File: config.mk
export PLATFORM = sky130hd
export DESIGN_NAME = ld_decd_top
export DESIGN_NICKNAME = d
export VERILOG_FILES = /design/src/logic/ld_decd_pkg.sv /design/src/logic/rv_inst_pkg.sv /design/src/logic/ld_decd_if.sv /design/src/logic/ld_decd_top.sv /design/src/logic/ld_offset_stage.sv /design/src/logic/ld_decd_stage.sv /design/src/logic/ld_ext_decd.sv /design/src/logic/ld_std_decd.sv
export SDC_FILE = /design/constraint.sdc
export NUM_CORES = 1
export LEC_CHECK = 0
export BUFFER_PORTS_ARGS = -buffer_cell sky130_fd_sc_hd__clkbuf_2
export CAP_MARGIN = 25
export CORE_ASPECT_RATIO = 0.8
export CORE_MARGIN = 5
export CORE_UTILIZATION = 43
export CTS_BUF_LIST = sky130_fd_sc_hd__clkbuf_4 sky130_fd_sc_hd__clkbuf_8
export DETAILED_ROUTE_END_ITERATION = 7
export PLACE_DENSITY = 0.67
export SYNTH_ARGS = -nofsm -noshare
export SYNTH_HDL_FRONTEND = slang
export SYNTH_SLANG_ARGS = --single-unit
File: constraint.sdc
create_clock -name forever_cpuclk -period 4.4 [get_ports forever_cpuclk]
set_input_delay 0.66 -clock forever_cpuclk [delete_from_list [all_inputs] [get_ports forever_cpuclk]]
set_output_delay 0.66 -clock forever_cpuclk [all_outputs]
set_load 0.02 [all_outputs]
File: src/logic/ld_decd_pkg.sv
//====================================================================
// load decode field types
// access size, reservation type and offset format of a decoded load
//====================================================================
package ld_decd_pkg;

  localparam int OFFSET_W      = 12;
  localparam int OFFSET_PLUS_W = 13;
  localparam int SHIFT_W       = 4;
  localparam int OFFSET_INC    = 16;   // added to the offset for the upper access

  typedef enum logic [1:0] {
    BYTE  = 2'b00,
    HALF  = 2'b01,
    WORD  = 2'b10,
    DWORD = 2'b11
  } ld_size_e;

  typedef enum logic [1:0] {
    NORMAL  = 2'b00,
    RESERVE = 2'b01    // lr, sets the reservation
  } ld_type_e;

  // which offset the second stage assembles
  typedef enum logic [2:0] {
    OFF_ZERO  = 3'd0,  // atomics and undecoded words
    OFF_ITYPE = 3'd1,
    OFF_CL_W  = 3'd2,
    OFF_CL_D  = 3'd3,
    OFF_CI_W  = 3'd4,
    OFF_CI_D  = 3'd5,
    OFF_INDEX = 3'd6   // register indexed, shift from bits 26:25
  } off_fmt_e;

endpackage

File: src/logic/rv_inst_pkg.sv
//====================================================================
// rv instruction word encodings
// major opcodes, compressed quadrants and load-related funct fields
//====================================================================
package rv_inst_pkg;

  localparam int INST_W   = 32;
  localparam int FUNCT3_W = 3;

  // bits 6:0 of a 32-bit word
  typedef enum logic [6:0] {
    LOAD    = 7'b0000011,
    LOAD_FP = 7'b0000111,
    CUSTOM0 = 7'b0001011,   // vendor indexed loads
    AMO     = 7'b0101111
  } rv_major_e;

  // compressed quadrants in bits 1:0
  localparam logic [1:0] C_QUAD0 = 2'b00;
  localparam logic [1:0] C_QUAD2 = 2'b10;   // stack pointer relative

  // funct3 of the atomic and indexed groups
  localparam logic [FUNCT3_W-1:0] F3_AMO_W   = 3'b010;
  localparam logic [FUNCT3_W-1:0] F3_AMO_D   = 3'b011;
  localparam logic [FUNCT3_W-1:0] F3_IDX_INT = 3'b100;
  localparam logic [FUNCT3_W-1:0] F3_IDX_FP  = 3'b110;

  localparam logic [4:0] FUNCT5_LR = 5'b00010;   // lr.w and lr.d

endpackage
File: src/logic/ld_decd_if.sv
//====================================================================
// decoded load passed from the decode stage to the offset stage
//====================================================================
`timescale 1ns/1ps

interface ld_decd_if import rv_inst_pkg::*, ld_decd_pkg::*; ();

  logic              vld;
  logic              illegal;        // neither decoder matched
  logic [INST_W-1:0] inst;           // kept for offset and shift fields
  off_fmt_e          off_fmt;
  logic              atomic;
  logic              sign_extend;
  ld_type_e          inst_type;
  ld_size_e          inst_size;
  logic              fls;            // float destination
  logic              off_0_extend;
  logic              lsfifo;

  modport producer (
    output vld, illegal, inst, off_fmt, atomic, sign_extend,
           inst_type, inst_size, fls, off_0_extend, lsfifo
  );

  modport consumer (
    input  vld, illegal, inst, off_fmt, atomic, sign_extend,
           inst_type, inst_size, fls, off_0_extend, lsfifo
  );

endinterface

File: src/logic/ld_decd_top.sv
//====================================================================
// two-stage registered load decoder for the load/store issue pipe
//====================================================================
`timescale 1ns/1ps

module ld_decd_top import rv_inst_pkg::*, ld_decd_pkg::*; (
  input  logic                     forever_cpuclk,
  input  logic                     arst_n,
  input  logic                     inst_vld,
  input  logic [INST_W-1:0]        inst,
  output logic                     decd_vld,
  output logic                     decd_illegal,
  output logic                     atomic,
  output logic                     sign_extend,
  output ld_type_e                 inst_type,
  output ld_size_e                 inst_size,
  output logic                     fls,
  output logic                     ldr,
  output logic                     off_0_extend,
  output logic                     lsfifo,
  output logic [OFFSET_W-1:0]      offset,
  output logic [OFFSET_PLUS_W-1:0] offset_plus,
  output logic [SHIFT_W-1:0]       shift
);

  ld_decd_if u_decd_if ();   // stage 1 to stage 2

  ld_decd_stage u_ld_decd_stage (
    .forever_cpuclk (forever_cpuclk),
    .arst_n         (arst_n),
    .inst_vld       (inst_vld),
    .inst           (inst),
    .decd           (u_decd_if.producer)
  );

  ld_offset_stage u_ld_offset_stage (
    .forever_cpuclk (forever_cpuclk),
    .arst_n         (arst_n),
    .decd           (u_decd_if.consumer),
    .decd_vld       (decd_vld),
    .decd_illegal   (decd_illegal),
    .atomic         (atomic),
    .sign_extend    (sign_extend),
    .inst_type      (inst_type),
    .inst_size      (inst_size),
    .fls            (fls),
    .ldr            (ldr),
    .off_0_extend   (off_0_extend),
    .lsfifo         (lsfifo),
    .offset         (offset),
    .offset_plus    (offset_plus),
    .shift          (shift)
  );

endmodule

File: src/logic/ld_offset_stage.sv
//====================================================================
// load decode, second pipe stage
// builds offset, offset plus 16 and index shift, registers the outputs
//====================================================================
`timescale 1ns/1ps

module ld_offset_stage import ld_decd_pkg::*; (
  input  logic                     forever_cpuclk,
  input  logic                     arst_n,
  ld_decd_if.consumer              decd,
  output logic                     decd_vld,
  output logic                     decd_illegal,
  output logic                     atomic,
  output logic                     sign_extend,
  output ld_type_e                 inst_type,
  output ld_size_e                 inst_size,
  output logic                     fls,
  output logic                     ldr,
  output logic                     off_0_extend,
  output logic                     lsfifo,
  output logic [OFFSET_W-1:0]      offset,
  output logic [OFFSET_PLUS_W-1:0] offset_plus,
  output logic [SHIFT_W-1:0]       shift
);

  logic                     nxt_ldr;
  logic [OFFSET_W-1:0]      nxt_offset;
  logic [OFFSET_PLUS_W-1:0] nxt_offset_plus;
  logic [SHIFT_W-1:0]       nxt_shift;

  assign nxt_ldr = (decd.off_fmt == OFF_INDEX);

  //====================================================================
  // offset assembly from the scattered immediate bits
  //====================================================================
  always_comb
  begin
    case (decd.off_fmt)
      OFF_ITYPE: nxt_offset = decd.inst[31:20];
      OFF_CL_W:  nxt_offset = {5'b0, decd.inst[5], decd.inst[12:10], decd.inst[6], 2'b0};
      OFF_CL_D:  nxt_offset = {4'b0, decd.inst[6:5], decd.inst[12:10], 3'b0};
      OFF_CI_W:  nxt_offset = {4'b0, decd.inst[3:2], decd.inst[12], decd.inst[6:4], 2'b0};
      OFF_CI_D:  nxt_offset = {3'b0, decd.inst[4:2], decd.inst[12], decd.inst[6:5], 3'b0};
      default:   nxt_offset = '0;   // atomic, indexed, undecoded
    endcase
  end

  always_comb
  begin
    if (decd.illegal)
    begin
      nxt_offset_plus = '0;
      nxt_shift       = '0;
    end
    else
    begin
      // sign-extended offset plus 16, wraps at 13 bits
      nxt_offset_plus = {nxt_offset[OFFSET_W-1], nxt_offset} + OFFSET_PLUS_W'(OFFSET_INC);
      nxt_shift       = nxt_ldr ? (SHIFT_W'(1) << decd.inst[26:25]) : SHIFT_W'(1);
    end
  end

  always_ff @(posedge forever_cpuclk or negedge arst_n)
  begin
    if (!arst_n)
    begin
      decd_vld     <= 1'b0;
      decd_illegal <= 1'b0;
      atomic       <= 1'b0;
      sign_extend  <= 1'b0;
      inst_type    <= NORMAL;
      inst_size    <= BYTE;
      fls          <= 1'b0;
      ldr          <= 1'b0;
      off_0_extend <= 1'b0;
      lsfifo       <= 1'b0;
      offset       <= '0;
      offset_plus  <= '0;
      shift        <= '0;
    end
    else
    begin
      decd_vld     <= decd.vld;
      decd_illegal <= decd.vld & decd.illegal;   // only flagged on a valid word
      atomic       <= decd.atomic;
      sign_extend  <= decd.sign_extend;
      inst_type    <= decd.inst_type;
      inst_size    <= decd.inst_size;
      fls          <= decd.fls;
      ldr          <= nxt_ldr;
      off_0_extend <= decd.off_0_extend;
      lsfifo       <= decd.lsfifo;
      offset       <= nxt_offset;
      offset_plus  <= nxt_offset_plus;
      shift        <= nxt_shift;
    end
  end

endmodule

File: src/logic/ld_decd_stage.sv
//====================================================================
// load decode, first pipe stage
// merges the two decoders and registers the fields with the word
//====================================================================
`timescale 1ns/1ps

module ld_decd_stage import rv_inst_pkg::*, ld_decd_pkg::*; (
  input  logic              forever_cpuclk,
  input  logic              arst_n,
  input  logic              inst_vld,
  input  logic [INST_W-1:0] inst,
  ld_decd_if.producer       decd
);

  logic     std_hit;
  off_fmt_e std_off_fmt;
  logic     std_sign_extend;
  ld_size_e std_inst_size;
  logic     std_fls;
  logic     std_lsfifo;

  logic     ext_hit;
  off_fmt_e ext_off_fmt;
  logic     ext_atomic;
  ld_type_e ext_inst_type;
  logic     ext_sign_extend;
  ld_size_e ext_inst_size;
  logic     ext_fls;
  logic     ext_off_0_extend;
  logic     ext_lsfifo;

  ld_std_decd u_ld_std_decd (
    .inst        (inst),
    .hit         (std_hit),
    .off_fmt     (std_off_fmt),
    .sign_extend (std_sign_extend),
    .inst_size   (std_inst_size),
    .fls         (std_fls),
    .lsfifo      (std_lsfifo)
  );

  ld_ext_decd u_ld_ext_decd (
    .inst         (inst),
    .hit          (ext_hit),
    .off_fmt      (ext_off_fmt),
    .atomic       (ext_atomic),
    .inst_type    (ext_inst_type),
    .sign_extend  (ext_sign_extend),
    .inst_size    (ext_inst_size),
    .fls          (ext_fls),
    .off_0_extend (ext_off_0_extend),
    .lsfifo       (ext_lsfifo)
  );

  //====================================================================
  // decoder select, disjoint opcode spaces
  //====================================================================
  off_fmt_e nxt_off_fmt;
  logic     nxt_atomic;
  ld_type_e nxt_inst_type;
  logic     nxt_sign_extend;
  ld_size_e nxt_inst_size;
  logic     nxt_fls;
  logic     nxt_off_0_extend;
  logic     nxt_lsfifo;

  always_comb
  begin
    // all zero when nothing matched
    nxt_off_fmt      = OFF_ZERO;
    nxt_atomic       = 1'b0;
    nxt_inst_type    = NORMAL;
    nxt_sign_extend  = 1'b0;
    nxt_inst_size    = BYTE;
    nxt_fls          = 1'b0;
    nxt_off_0_extend = 1'b0;
    nxt_lsfifo       = 1'b0;
    if (std_hit)
    begin
      nxt_off_fmt     = std_off_fmt;
      nxt_sign_extend = std_sign_extend;
      nxt_inst_size   = std_inst_size;
      nxt_fls         = std_fls;
      nxt_lsfifo      = std_lsfifo;
    end
    else if (ext_hit)
    begin
      nxt_off_fmt      = ext_off_fmt;
      nxt_atomic       = ext_atomic;
      nxt_inst_type    = ext_inst_type;
      nxt_sign_extend  = ext_sign_extend;
      nxt_inst_size    = ext_inst_size;
      nxt_fls          = ext_fls;
      nxt_off_0_extend = ext_off_0_extend;
      nxt_lsfifo       = ext_lsfifo;
    end
  end

  //====================================================================
  // stage register
  //====================================================================
  always_ff @(posedge forever_cpuclk or negedge arst_n)
  begin
    if (!arst_n)
    begin
      decd.vld          <= 1'b0;
      decd.illegal      <= 1'b0;
      decd.inst         <= '0;
      decd.off_fmt      <= OFF_ZERO;
      decd.atomic       <= 1'b0;
      decd.inst_type    <= NORMAL;
      decd.sign_extend  <= 1'b0;
      decd.inst_size    <= BYTE;
      decd.fls          <= 1'b0;
      decd.off_0_extend <= 1'b0;
      decd.lsfifo       <= 1'b0;
    end
    else
    begin
      decd.vld          <= inst_vld;              // plain level, no handshake
      decd.illegal      <= ~(std_hit | ext_hit);
      decd.inst         <= inst;
      decd.off_fmt      <= nxt_off_fmt;
      decd.atomic       <= nxt_atomic;
      decd.inst_type    <= nxt_inst_type;
      decd.sign_extend  <= nxt_sign_extend;
      decd.inst_size    <= nxt_inst_size;
      decd.fls          <= nxt_fls;
      decd.off_0_extend <= nxt_off_0_extend;
      decd.lsfifo       <= nxt_lsfifo;
    end
  end

endmodule

File: src/logic/ld_ext_decd.sv
//====================================================================
// atomic and register-indexed load decoder
// combinational, covers lr, amo and the custom0 indexed loads
//====================================================================
`timescale 1ns/1ps

module ld_ext_decd import rv_inst_pkg::*, ld_decd_pkg::*; (
  input  logic [INST_W-1:0] inst,
  output logic              hit,
  output off_fmt_e          off_fmt,
  output logic              atomic,
  output ld_type_e          inst_type,
  output logic              sign_extend,
  output ld_size_e          inst_size,
  output logic              fls,
  output logic              off_0_extend,
  output logic              lsfifo
);

  logic [FUNCT3_W-1:0] funct3;
  logic [4:0]          funct5;
  logic                lr_op;
  logic                amo_op;
  logic                idx_vld;

  assign funct3 = inst[14:12];
  assign funct5 = inst[31:27];
  assign lr_op  = (funct5 == FUNCT5_LR) && (inst[24:20] == 5'b0);   // rs2 must be x0

  // the nine amo ops, sc excluded
  always_comb
  begin
    case (funct5)
      5'b00000, 5'b00001, 5'b00100, 5'b01000, 5'b01100,
      5'b10000, 5'b10100, 5'b11000, 5'b11100: amo_op = 1'b1;
      default:                                amo_op = 1'b0;
    endcase
  end

  // indexed funct5 reads as {unsigned, size, lur, 0}
  always_comb
  begin
    idx_vld = 1'b0;
    if (!funct5[0])
    begin
      if (funct3 == F3_IDX_INT)
      begin
        idx_vld = ~(funct5[4] & (funct5[3:2] == 2'b11));   // no unsigned dword
      end
      else if (funct3 == F3_IDX_FP)
      begin
        idx_vld = ~funct5[4] & funct5[3];   // word and dword only
      end
    end
  end

  always_comb
  begin
    hit          = 1'b0;
    off_fmt      = OFF_ZERO;
    atomic       = 1'b0;
    inst_type    = NORMAL;
    sign_extend  = 1'b0;
    inst_size    = BYTE;
    fls          = 1'b0;
    off_0_extend = 1'b0;
    lsfifo       = 1'b0;
    case (inst[6:0])
      AMO:
      begin
        if ((funct3 == F3_AMO_W || funct3 == F3_AMO_D) && (lr_op || amo_op))
        begin
          hit         = 1'b1;
          atomic      = 1'b1;    // no offset, stays out of the fifo
          inst_type   = lr_op ? RESERVE : NORMAL;
          sign_extend = (funct3 == F3_AMO_W);
          inst_size   = (funct3 == F3_AMO_W) ? WORD : DWORD;
        end
      end
      CUSTOM0:
      begin
        if (idx_vld)
        begin
          hit          = 1'b1;
          off_fmt      = OFF_INDEX;
          sign_extend  = ~funct5[4] & (funct5[3:2] != 2'b11);
          inst_size    = ld_size_e'(funct5[3:2]);
          fls          = (funct3 == F3_IDX_FP);
          off_0_extend = funct5[1];   // lur forms
          lsfifo       = 1'b1;
        end
      end
      default:
      begin
        hit = 1'b0;
      end
    endcase
  end

endmodule

File: src/logic/ld_std_decd.sv
//====================================================================
// base, float and compressed load decoder
// combinational, flags a hit and returns the control fields
//====================================================================
`timescale 1ns/1ps

module ld_std_decd import rv_inst_pkg::*, ld_decd_pkg::*; (
  input  logic [INST_W-1:0] inst,
  output logic              hit,
  output off_fmt_e          off_fmt,
  output logic              sign_extend,
  output ld_size_e          inst_size,
  output logic              fls,
  output logic              lsfifo
);

  logic [FUNCT3_W-1:0] funct3;     // 32-bit form
  logic [FUNCT3_W-1:0] c_funct3;   // compressed form
  logic [1:0]          c_quad;

  assign funct3   = inst[14:12];
  assign c_funct3 = inst[15:13];
  assign c_quad   = inst[1:0];

  always_comb
  begin
    hit         = 1'b0;
    off_fmt     = OFF_ZERO;
    sign_extend = 1'b0;
    inst_size   = BYTE;
    fls         = 1'b0;
    lsfifo      = 1'b0;
    if (c_quad == 2'b11)
    begin
      case (inst[6:0])
        LOAD:
        begin
          if (funct3 != 3'b111)
          begin
            hit         = 1'b1;
            off_fmt     = OFF_ITYPE;
            // unsigned forms and ld need no extension
            sign_extend = ~funct3[2] & (funct3[1:0] != 2'b11);
            inst_size   = ld_size_e'(funct3[1:0]);
            lsfifo      = 1'b1;
          end
        end
        LOAD_FP:
        begin
          if (funct3 == 3'b001 || funct3 == 3'b010 || funct3 == 3'b011)  // flh flw fld
          begin
            hit       = 1'b1;
            off_fmt   = OFF_ITYPE;
            inst_size = ld_size_e'(funct3[1:0]);
            fls       = 1'b1;
            lsfifo    = 1'b1;
          end
        end
        default:
        begin
          hit = 1'b0;
        end
      endcase
    end
    else if ((c_quad == C_QUAD0 || c_quad == C_QUAD2) &&
             !c_funct3[2] && c_funct3[1:0] != 2'b00)
    begin
      // c.fld c.lw c.ld and their sp forms
      hit         = 1'b1;
      sign_extend = (c_funct3 == 3'b010);
      inst_size   = (c_funct3[1:0] == 2'b10) ? WORD : DWORD;
      fls         = (c_funct3 == 3'b001);
      lsfifo      = (c_quad == C_QUAD0);    // sp forms skip the fifo
      if (c_quad == C_QUAD0)
      begin
        off_fmt = (c_funct3 == 3'b010) ? OFF_CL_W : OFF_CL_D;
      end
      else
      begin
        off_fmt = (c_funct3 == 3'b010) ? OFF_CI_W : OFF_CI_D;
      end
    end
  end

endmodule

---- Word-level counts from Yosys, hierarchy flattened ----
Memory sizes are Yosys's and may differ from the RTL's.
Cells that the tools add are included.
storage, ports and cells
  flip-flop bits (word level) ............. 87
  memory bits (read-only) ................. 32
  input bits .............................. 35
  output and inout bits ................... 41
  memories ................................ 1
memory list
  memory            words  width  read ports  clocked after memory_dff  write ports  line               source
  (name not given)  32     1      1           0                         0            ld_ext_decd.sv:33  case (funct5)
operators by class
  add/sub/neg operators ................... 1
  equality and inequality tests ........... 25
  shifts and indexed selects .............. 1
  muxes and demuxes ....................... 72
  bitwise operators ....................... 10
  reduce and logical (&&, ||, !) cells .... 13
operator list
  cell                                                 number
  one-hot mux 12 bit (5 select lines)                  1
  2-to-1 mux 1 bit                                     46
  2-to-1 mux 3 bit                                     7
  2-to-1 mux 2 bit                                     9
  equality test 3 x 2 -> 1 bit, second input constant  5
  equality test 3 bit, second input constant           5
  adder 12 x 6 -> 13 bit, second input constant        1
  2-to-1 mux 13 bit                                    1
  equality test 3 x 1 -> 1 bit, second input constant  3
  equality test 2 bit, second input constant           4
  2-to-1 mux 4 bit                                     2
  one-hot mux 1 bit (2 select lines)                   4
  one-hot mux 2 bit (2 select lines)                   2
  equality test 7 x 2 -> 1 bit, second input constant  1
  equality test 7 x 3 -> 1 bit, second input constant  1
  equality test 7 x 4 -> 1 bit, second input constant  1
  equality test 7 x 6 -> 1 bit, second input constant  1
  bitwise AND 1 bit                                    5
  equality test 5 x 2 -> 1 bit, second input constant  1
  logical NOT 5 bit                                    1
  logical OR 1 bit                                     5
  logical AND 1 bit                                    4
  inequality test 2 bit, second input constant         2
  NOT 1 bit                                            4
  6 further kinds                                      6

---- Longest topological paths before layout ----
Gate-level depths: netlist of run 1.
  depth after elaboration ................. 9
  gate-level depth with buffers ........... 8
  gate-level depth less buffers ........... 6

---- Hierarchy ----
From an unflattened synthesis of run 1, not the netlist that was laid out.
second synthesis, totals
  cell total of the unflattened synthesis .. 252
  area total of the unflattened synthesis .. 3314.4 um2
by module, submodules not included
  module           times used  cells each  area each (um2)
  ld_offset_stage  1           121         1575.3
  ld_decd_stage    1           64          1291.2
  ld_ext_decd      1           35          242.7
  ld_std_decd      1           32          205.2

---- Worst setup path before layout of run 1 ----
No wires, ideal clock.
  path kind ............................... input to register
  start point ............................. input port inst[14]
  end point ............................... register u_ld_decd_stage.decd.sign_extend
  arrival ................................. 1.604 ns
  data required time ...................... 4.274 ns
  setup slack ............................. 2.670 ns
  stages .................................. 6
  path buffers ............................ 1
  path through ............................ clkbuf_1 > and4b_1 > nand3_1 > a21o_1 > a21oi_1 > a311o_1
between the ends
  longest elaborated chain between the ends .. 8
  elaborated cells between the ends (all ways) .. 35
  classes of those cells .................. eq/ne: 7; mux: 20; bitwise: 2; reduce/logical: 6
ends and longest elaborated chain
  what                                       line                  source
  from (decl)                                ld_decd_top.sv:10     input logic [INST_W-1:0] inst,
  equality test 3 bit                        ld_ext_decd.sv:50     else if (funct3 == F3_IDX_FP)
  2-to-1 mux 1 bit                           ld_ext_decd.sv:50
  2-to-1 mux 1 bit                           ld_ext_decd.sv:46     if (funct3 == F3_IDX_INT)
  2-to-1 mux 1 bit                           ld_ext_decd.sv:44     if (!funct5[0])
  2-to-1 mux 1 bit                           ld_ext_decd.sv:82     if (idx_vld)
  one-hot mux 1 bit (2 select lines)         ld_ext_decd.sv:68     case (inst[6:0])
  2-to-1 mux 1 bit                           ld_decd_stage.sv:86   else if (ext_hit)
  2-to-1 mux 1 bit *                         ld_decd_stage.sv:78   if (std_hit)
  named net u_ld_decd_stage.nxt_sign_extend  ld_decd_stage.sv:61   logic nxt_sign_extend;
  to (signal assigned)                       ld_decd_stage.sv:126  decd.sign_extend <= nxt_sign_extend;
  to (decl)                                  ld_decd_if.sv:21      output vld, illegal, inst, off_fmt, atomic, sign_extend,
Mark *: on every way through the listed nets, which the timed path passes. The rest lies on a longest branch.

---- Worst setup path in the final report of run 1 ----
  start point ............................. register u_ld_decd_stage.decd.off_fmt[2]
  end point ............................... register u_ld_offset_stage.offset_plus[11]
between the ends
  longest elaborated chain between the ends .. 4
  elaborated cells between the ends (all ways) .. 8
  classes of those cells .................. add/sub: 1; eq/ne: 5; mux: 2
ends and longest elaborated chain
  what                                               line                   source
  from (decl)                                        ld_decd_if.sv:21
  from (signal assigned)                             ld_decd_stage.sv:123   decd.off_fmt <= nxt_off_fmt;
  equality test 3 bit, or another cell as far along  ld_offset_stage.sv:38  case (decd.off_fmt)
  one-hot mux 12 bit (5 select lines) *              ld_offset_stage.sv:38
  adder 12 x 6 -> 13 bit *                           ld_offset_stage.sv:58  nxt_offset_plus = {nxt_offset[OFFSET_W-1], nxt_offset} + OFFSET_PLUS_W'(OFFSET_INC);
  2-to-1 mux 13 bit *                                ld_offset_stage.sv:50  if (decd.illegal)
  named net u_ld_offset_stage.nxt_offset_plus[11]    ld_offset_stage.sv:28  logic [OFFSET_PLUS_W-1:0] nxt_offset_plus;
  to (signal assigned)                               ld_offset_stage.sv:94  offset_plus <= nxt_offset_plus;
  to (decl)                                          ld_offset_stage.sv:22  output logic [OFFSET_PLUS_W-1:0] offset_plus,
Marked as above.

==> results.py, run 1 <==
metrics = {
    "clock_tree": {
        "cts_setup_buffers": 0,
        "clkSlewWorstSetupHoldPaths_ns": 0.07,
        "cts_tree": "built",
        "root_buffer": "clkbuf_8",
        "cts-buffers-inserted": 9,
        "clk_latency_ns": 0.33,
        "cts_resized": 0,
        "cts_sinks": 73,
        "clock_path_buffers": 2,
        "hold_buffers": 0,
        "htreeDepth": 3,
    },
    "synthesis": {
        "syn-num-nets": 252,
        "ys.flop_type": "dfrtp_1",
        "synthCells": 216,
        "synthXorXnorAreaFrac": 0.0160,
        "yosysWarnings": 0,
        "yosysSeqAreaShare": 0.667,
        "async_reset_ff_frac": 1.00,
        "yosys.area_share.simple": 0.189,
        "synth-compound-area-share": 0.0864,
        "synth_cell_types": 54,
        "synth_edf_count": 0,
        "synthAdderAreaFrac": 0.00457,
        "synth_top_family_by_area": "simple AND/OR/NAND/NOR gates",
        "ys_ff_latch": 73,
        "syn_area_um2": 2740,
        "syn_avg_cell_area_um2": 12.7,
        "synthMuxAreaShare": 0.00366,
    },
    "setup_path": {
        "ff2ff_setup_slack_ns": 2.33,
        "crit_path_end": "u_ld_offset_stage.offset_plus[11]$_DFF_PN0_",
        "endpoint_kind": "flip-flop",
        "path_max_fanout": 18,
        "start_kind": "flip-flop",
        "r2r_cells": 5,
        "rr_startpoint": "u_ld_decd_stage.decd.off_fmt[2]$_DFF_PN0_",
        "critPathRequiredTime_ns": 4.66,
        "crit_start": "u_ld_decd_stage.decd.off_fmt[2]$_DFF_PN0_",
        "reg2reg_to": "u_ld_offset_stage.offset_plus[11]$_DFF_PN0_",
        "arrival_ns": 2.34,
        "critPathKind": "flip-flop to flip-flop",
    },
    "timing": {
        "fin_skew_ns": 0.00301,
        "fin_crit_ns": 2.07,
        "tns_ns": 0,
        "maxSlewHeadroom": 0.599,
        "rsz0062_at_grt": "no",
        "setup_viol": 0,
        "drv_slew": 0,
        "fin_crit_sh": 0.471,
        "worst_pin_slew_ns": 0.602,
        "fmax_mhz": 482,
        "hold_viol_final": 0,
    },
    "route": {
        "routedWlPerCell_um": 13.9,
        "ant_nets": 0,
        "route.detailed.drc": 0,
        "wl_um": 5260,
        "first_iter_violations": 78,
        "viasPerCell": 4.76,
        "dr.pass1.iters": 4,
        "num_vias": 1794,
    },
    "finish": {
        "drive_gt1_frac": 0.334,
        "fillerInstances": 565,
        "regArea_um2": 1830,
        "diodes": 0,
        "multi_input_area_um2": 823,
        "design_area_um2": 3340,
        "num-nets-final": 325,
        "final_cells": 377,
        "area_growth_pct": 22.1,
    },
    "job": {
        "maxCapViolCount": 0,
    },
    "grt": {
        "grt_usage": 0.142,
        "antenna_found_initial": 0,
        "grt_max_degree": 47,
        "grt_first_pass_wirelength_um": 8660,
        "grt_overflow_total": 0,
        "grt_pass1_vias": 1780,
    },
    "place": {
        "dp_hpwl_um": 3850,
        "post_dp_cell_area_um2": 3140,
        "port_buffers": 67,
        "dp.cells": 361,
        "gp_congestion": 0.861,
    },
    "run_status": {
        "run_status": "complete, no violations",
    },
    "floorplan": {
        "dieArea_um2": 8070,
        "fp.dieH_um": 81.4,
        "fp-row-count": 26,
        "coreArea_um2": 6280,
        "num_io_pins": 76,
        "start_util": 0.436,
        "fp.dieW_um": 99.2,
    },
    "pwr": {
        "power_mw": 1.27,
        "power.leakage_nw": 1.72,
        "power_per_cell_area_nw_per_um2": 381,
        "peakVddDrop_mv": 0.167,
    },
    "hold_path": {
        "min_path_type": "input pin to asynchronous set/reset pin",
    },
}
-- through the flow --
stage | utilization | setup slack (ns) | hold WS (ns)
after floorplan | - | 2.67 | 0.331
after global placement | 0.499 | 2.38 | 0.336
after detailed placement | 0.499 | 2.33 | 0.335
after CTS | 0.528 | 2.31 | 0.350
after global routing | 0.532 | 2.19 | 0.348
final | 0.532 | 2.33 | 0.313
-- layout make-up --
cell class | count | area share
clock buffers | 12 | 0.0494
clock inverters | 3 | 0.00449
inverters | 10 | 0.0112
multi-input cells | 126 | 0.246
flip-flops and latches | 73 | 0.546
well taps | 84 | 0.0314
repair buffers | 69 | 0.111
-- power breakdown --
part | switching, mW | internal (mW)
clock network | 0.216 | 0.245
logic | 0.0645 | 0.0373
registers | 0.0154 | 0.695
-- worst min path at each step --
stage,from,end,slack (ns),cells past startpoint
finish,arst_n,u_ld_offset_stage.decd_illegal$_DFF_PN0_,0.31,1
global route,arst_n,u_ld_offset_stage.offset[2]$_DFF_PN0_,0.35,1
CTS,u_ld_decd_stage.decd.inst_type[0]$_DFF_PN0_,u_ld_offset_stage.inst_type[0]$_DFF_PN0_,0.35,0
detailed placement,u_ld_decd_stage.decd.inst_type[0]$_DFF_PN0_,u_ld_offset_stage.inst_type[0]$_DFF_PN0_,0.33,0
global placement,u_ld_decd_stage.decd.inst_type[0]$_DFF_PN0_,u_ld_offset_stage.inst_type[0]$_DFF_PN0_,0.34,0
floorplan,u_ld_decd_stage.decd.atomic$_DFF_PN0_,u_ld_offset_stage.atomic$_DFF_PN0_,0.33,0
-- critical path: stages, from the launching register on --
cell	delay, ns
dfrtp_1	0.64
mux2i_1	0.26
a211oi_4	0.31
nand4_2	0.18
or4b_1	0.54
o21ai_1	0.09
-- registers in the layout (all words and copies together), names as in the netlist, 2 cells and up --
name / cells
u_ld_offset_stage.inst_size: 2
u_ld_decd_stage.decd.off_fmt: 3
u_ld_offset_stage.offset_plus: 13
u_ld_offset_stage.shift: 4
u_ld_decd_stage.decd.inst: 20
u_ld_offset_stage.offset: 12
u_ld_decd_stage.decd.inst_size: 2
-- metal layers --
layer | GRT usage | vias to the layer above | part of all wire
li1 | - | 878 | -
met1 | 0.185 | 833 | 0.46
met2 | 0.214 | 76 | 0.45
met3 | 0.0618 | 7 | 0.083
met4 | 0.0423 | 0 | 0.012
met5 | 0 | - | 0
-- Yosys cell counts (all sizes together), types with 3 or more instances --
| master | n | area share |
|---|---|---|
| dfrtp | 73 | 0.67 |
| nor2 | 21 | 0.029 |
| nand2 | 12 | 0.016 |
| a21oi | 11 | 0.020 |
| inv | 10 | 0.014 |
| nand3 | 8 | 0.018 |
| nor2b | 8 | 0.019 |
| nand3b | 7 | 0.024 |
| o21ai | 7 | 0.013 |
| and2 | 5 | 0.011 |
| buf | 4 | 0.014 |
| a21o | 3 | 0.0082 |
| clkbuf | 3 | 0.0041 |
| nand2b | 3 | 0.0078 |
| nor3 | 3 | 0.0055 |
| xor2 | 3 | 0.0096 |
-- kinds of logic (layout without fill, tap and decap cells) --
logic type	count (synthesis)	count (layout)
AO/OA/AOI/OAI	33	33
adder cells (fa/ha/maj)	1	1
XOR/XNOR	5	5
buffers and inverters	17	94
AND/OR/NAND/NOR	85	85
flip-flops	73	73
multiplexers	1	1
other	1	1
-- cells in the final DEF (no fill, tap or decap), types with 3 or more instances in the layout --
cell | Yosys | routed
inv_1 | 9 | 9
nor3_1 | 3 | 3
nor2b_1 | 7 | 7
xor2_1 | 3 | 3
and2_1 | 5 | 5
nand3b_1 | 6 | 6
clkbuf_8 | 0 | 12
nor2_1 | 21 | 21
o21ai_0 | 5 | 5
a21o_1 | 3 | 3
nand2_1 | 12 | 12
a21oi_1 | 11 | 11
clkbuf_2 | 0 | 66
nand3_1 | 6 | 6
clkinv_2 | 0 | 3
dfrtp_1 | 73 | 73
Note: power is estimated with default switching activity, not from simulation.
==> run 2, diff against run 1 <==
- PLACE_DENSITY: 0.67 -> 0.69
- clock period: 4.4 -> 1.75 ns (I/O delays scaled with it)
==> run 2 against run 1 <==
Against the previous run:
- global-route usage up 1.5 points
- sequential share of layout area down 3.1 points
- clock power rose to 2.7 times the previous value
- fmax up 16%
- largest cell class unchanged
- the run now ends with negative setup slack left
==> results.py, run 2 (synthesis gave the netlist of run 1 again) <==
metrics = {
    "pwr": {
        "power.share.clock": 0.378,
        "p_switching_mw": 0.786,
        "peakVddDrop_mv": 0.389,
        "pwr-share-seq": 0.533,
        "power_switching_share": 0.236,
        "power_per_cell_area_nw_per_um2": 940,
        "p_comb_frac": 0.089,
        "p_int_mw": 2.55,
        "power.leakage_nw": 1.83,
    },
    "floorplan": {
        "fp-row-count": 26,
        "coreArea_um2": 6280,
        "num_io_pins": 76,
        "fp.dieW_um": 99.2,
        "dieArea_um2": 8070,
        "start_util": 0.436,
        "fp.dieH_um": 81.4,
    },
    "clock_tree": {
        "root_buffer": "clkbuf_8",
        "htreeDepth": 3,
        "cts-buffers-inserted": 9,
        "cts_tree": "built",
        "clk_latency_ns": 0.34,
        "cts_sinks": 73,
        "clkSlewWorstSetupHoldPaths_ns": 0.07,
        "clock_path_buffers": 2,
    },
    "route": {
        "ant_nets": 0,
        "dr.pass1.iters": 5,
        "routedWlPerCell_um": 13.9,
        "num_vias": 1925,
        "viasPerCell": 4.85,
        "wl_um": 5510,
        "route.detailed.drc": 0,
        "first_iter_violations": 127,
    },
    "finish": {
        "drive_gt1_frac": 0.387,
        "reg_top3": "u_ld_decd_stage.decd.inst x20, u_ld_offset_stage.offset_plus x13, u_ld_offset_stage.offset x12",
        "final_cells": 397,
        "diodes": 0,
        "layout_common_cells": "dfrtp_1, clkbuf_2, nor2_1, buf_4",
        "largest_register_ffs": 20,
        "area_growth_pct": 29.6,
        "fillerInstances": 558,
        "final_common_cell": "dfrtp_1",
        "num-nets-final": 345,
        "largest-register": "u_ld_decd_stage.decd.inst",
    },
    "setup_path": {
        "crit_family": "simple AND/OR/NAND/NOR gates",
        "crit_buf_inv": 1,
        "r2r_cells": 6,
        "critPathSlowestCell": "or4b_4",
        "critPathKind": "flip-flop to flip-flop",
        "reg2reg_to": "u_ld_offset_stage.offset_plus[11]$_DFF_PN0_",
        "path_cells": "buf_6 > mux2i_2 > a211oi_4 > nand4_4 > or4b_4 > o21ai_2",
        "start_kind": "flip-flop",
        "crit_cells": 6,
        "ff2ff_setup_slack_ns": -0.04,
        "path_max_fanout": 7,
        "critPathRequiredTime_ns": 2.02,
        "rr_startpoint": "u_ld_decd_stage.decd.off_fmt[2]$_DFF_PN0_",
        "arrival_ns": 2.06,
        "slowest_delay_ns": 0.53,
        "endpoint_kind": "flip-flop",
    },
    "grt": {
        "grt_first_pass_wirelength_um": 9580,
        "grt_max_degree": 74,
        "grt_overflow_total": 0,
        "grt_pass1_vias": 1975,
        "antenna_found_initial": 0,
        "grt_usage": 0.156,
    },
    "run_status": {
        "violations": "negative setup slack",
        "run_status": "finished, violations left",
    },
    "hold_path": {
        "hold_end": "u_ld_decd_stage.decd.inst[11]$_DFF_PN0_",
        "min_path_type": "input pin to flip-flop",
        "hp-start": "inst[11]",
        "min_path_cells": 1,
    },
    "place": {
        "dp.cells": 374,
        "port_buffers": 67,
        "gp_congestion": 0.819,
        "place_ws_ns": -0.115,
        "dp_hpwl_um": 3810,
    },
    "job": {
        "maxCapViolCount": 0,
    },
    "timing": {
        "drv_slew": 0,
        "fmax_mhz": 559,
        "setup_viol": 3,
        "worst_pin_slew_ns": 0.534,
        "tns_ns": -0.0657,
        "hold_viol_final": 0,
        "maxSlewHeadroom": 0.642,
        "fin_skew_ns": 0.00555,
        "fin_crit_sh": 1.02,
        "whs_ns": 0.0288,
        "setup_ws_ns": -0.0397,
        "fin_crit_ns": 1.79,
        "rsz0062_at_grt": "yes",
    },
}
run 2: cell types whose count changed in the layout (fill, tap and decap cells not counted), sizes merged:
cell / previous run / this run
buf: 3 / 19
bufinv: 0 / 1
clkbuf: 78 / 76
clkinvlp: 0 / 1
dlygate4sd3: 0 / 4
run 2: timing repair:
item                                   in CTS  in global routing
setup endpoints to repair                   2                  5
hold buffers                                1                  3
endpoints found under the hold margin      73                  3
pin swaps                                   7                  3
buffers inserted                            4                  0
resized for setup                           6                  5
run 2: power by group through the flow:
stage          Clock (mW)  Combinational (mW)  Sequential [mW]
2_1_floorplan           0               0.104             1.84
3_3_place_gp            0               0.274             1.81
3_5_place_dp            0               0.279             1.81
4_1_cts              1.30               0.292             1.78
5_1_grt              1.39               0.331             1.78
6_report             1.26               0.297             1.78
run 2: final cells by class:
type,instances,area (µm²),area share
Tap cell,84,105,0.0296
Timing Repair Buffer,89,528,0.149
Sequential cell,73,1830,0.515
Inverter,10,37.5,0.0106
Multi-Input combinational cell,126,856,0.241
Clock inverter,5,56.3,0.0159
Clock buffer,10,138,0.0388
run 2: layer usage:
metal,vias to the layer above,track usage,share of wire
li1,928,-,-
met1,904,0.205,0.45
met2,85,0.227,0.44
met3,8,0.0755,0.10
met4,0,0.0546,0.013
met5,-,0,0
run 2: per-stage QoR:
| stage | total power, mW | util | cell area (µm²) |
|---|---|---|---|
| floorplan | 1.94 | - | 2740 |
| global placement | 2.08 | 0.517 | 3250 |
| detailed placement | 2.09 | 0.517 | 3250 |
| CTS | 3.37 | 0.556 | 3490 |
| global route | 3.51 | 0.565 | 3550 |
| finish | 3.34 | 0.565 | 3550 |
run 2: worst max path at each step:
| stage | from | to | slack, ns |
|---|---|---|---|
| 2_1_floorplan | u_ld_decd_stage.decd.off_fmt[2]$_DFF_PN0_ | u_ld_offset_stage.offset_plus[11]$_DFF_PN0_ | 0.04 |
| 3_5_place_dp | u_ld_decd_stage.decd.off_fmt[2]$_DFF_PN0_ | u_ld_offset_stage.offset_plus[11]$_DFF_PN0_ | -0.12 |
| 4_1_cts | u_ld_decd_stage.decd.off_fmt[2]$_DFF_PN0_ | u_ld_offset_stage.offset_plus[11]$_DFF_PN0_ | 0.004 |
| 6_report | u_ld_decd_stage.decd.off_fmt[2]$_DFF_PN0_ | u_ld_offset_stage.offset_plus[11]$_DFF_PN0_ | -0.04 |
| 3_3_place_gp | u_ld_decd_stage.decd.off_fmt[2]$_DFF_PN0_ | u_ld_offset_stage.offset_plus[11]$_DFF_PN0_ | -0.08 |
| 5_1_grt | u_ld_decd_stage.decd.off_fmt[2]$_DFF_PN0_ | u_ld_offset_stage.offset_plus[10]$_DFF_PN0_ | -0.12 |
run 2: worst register-to-register path, delay by kind of cell, from the launching register on:
kind            cells  cell delay, ns
mux                 1            0.17
compound gates      2            0.34
flops               1            0.41
simple gates        2            0.66
buf+inv             1            0.14
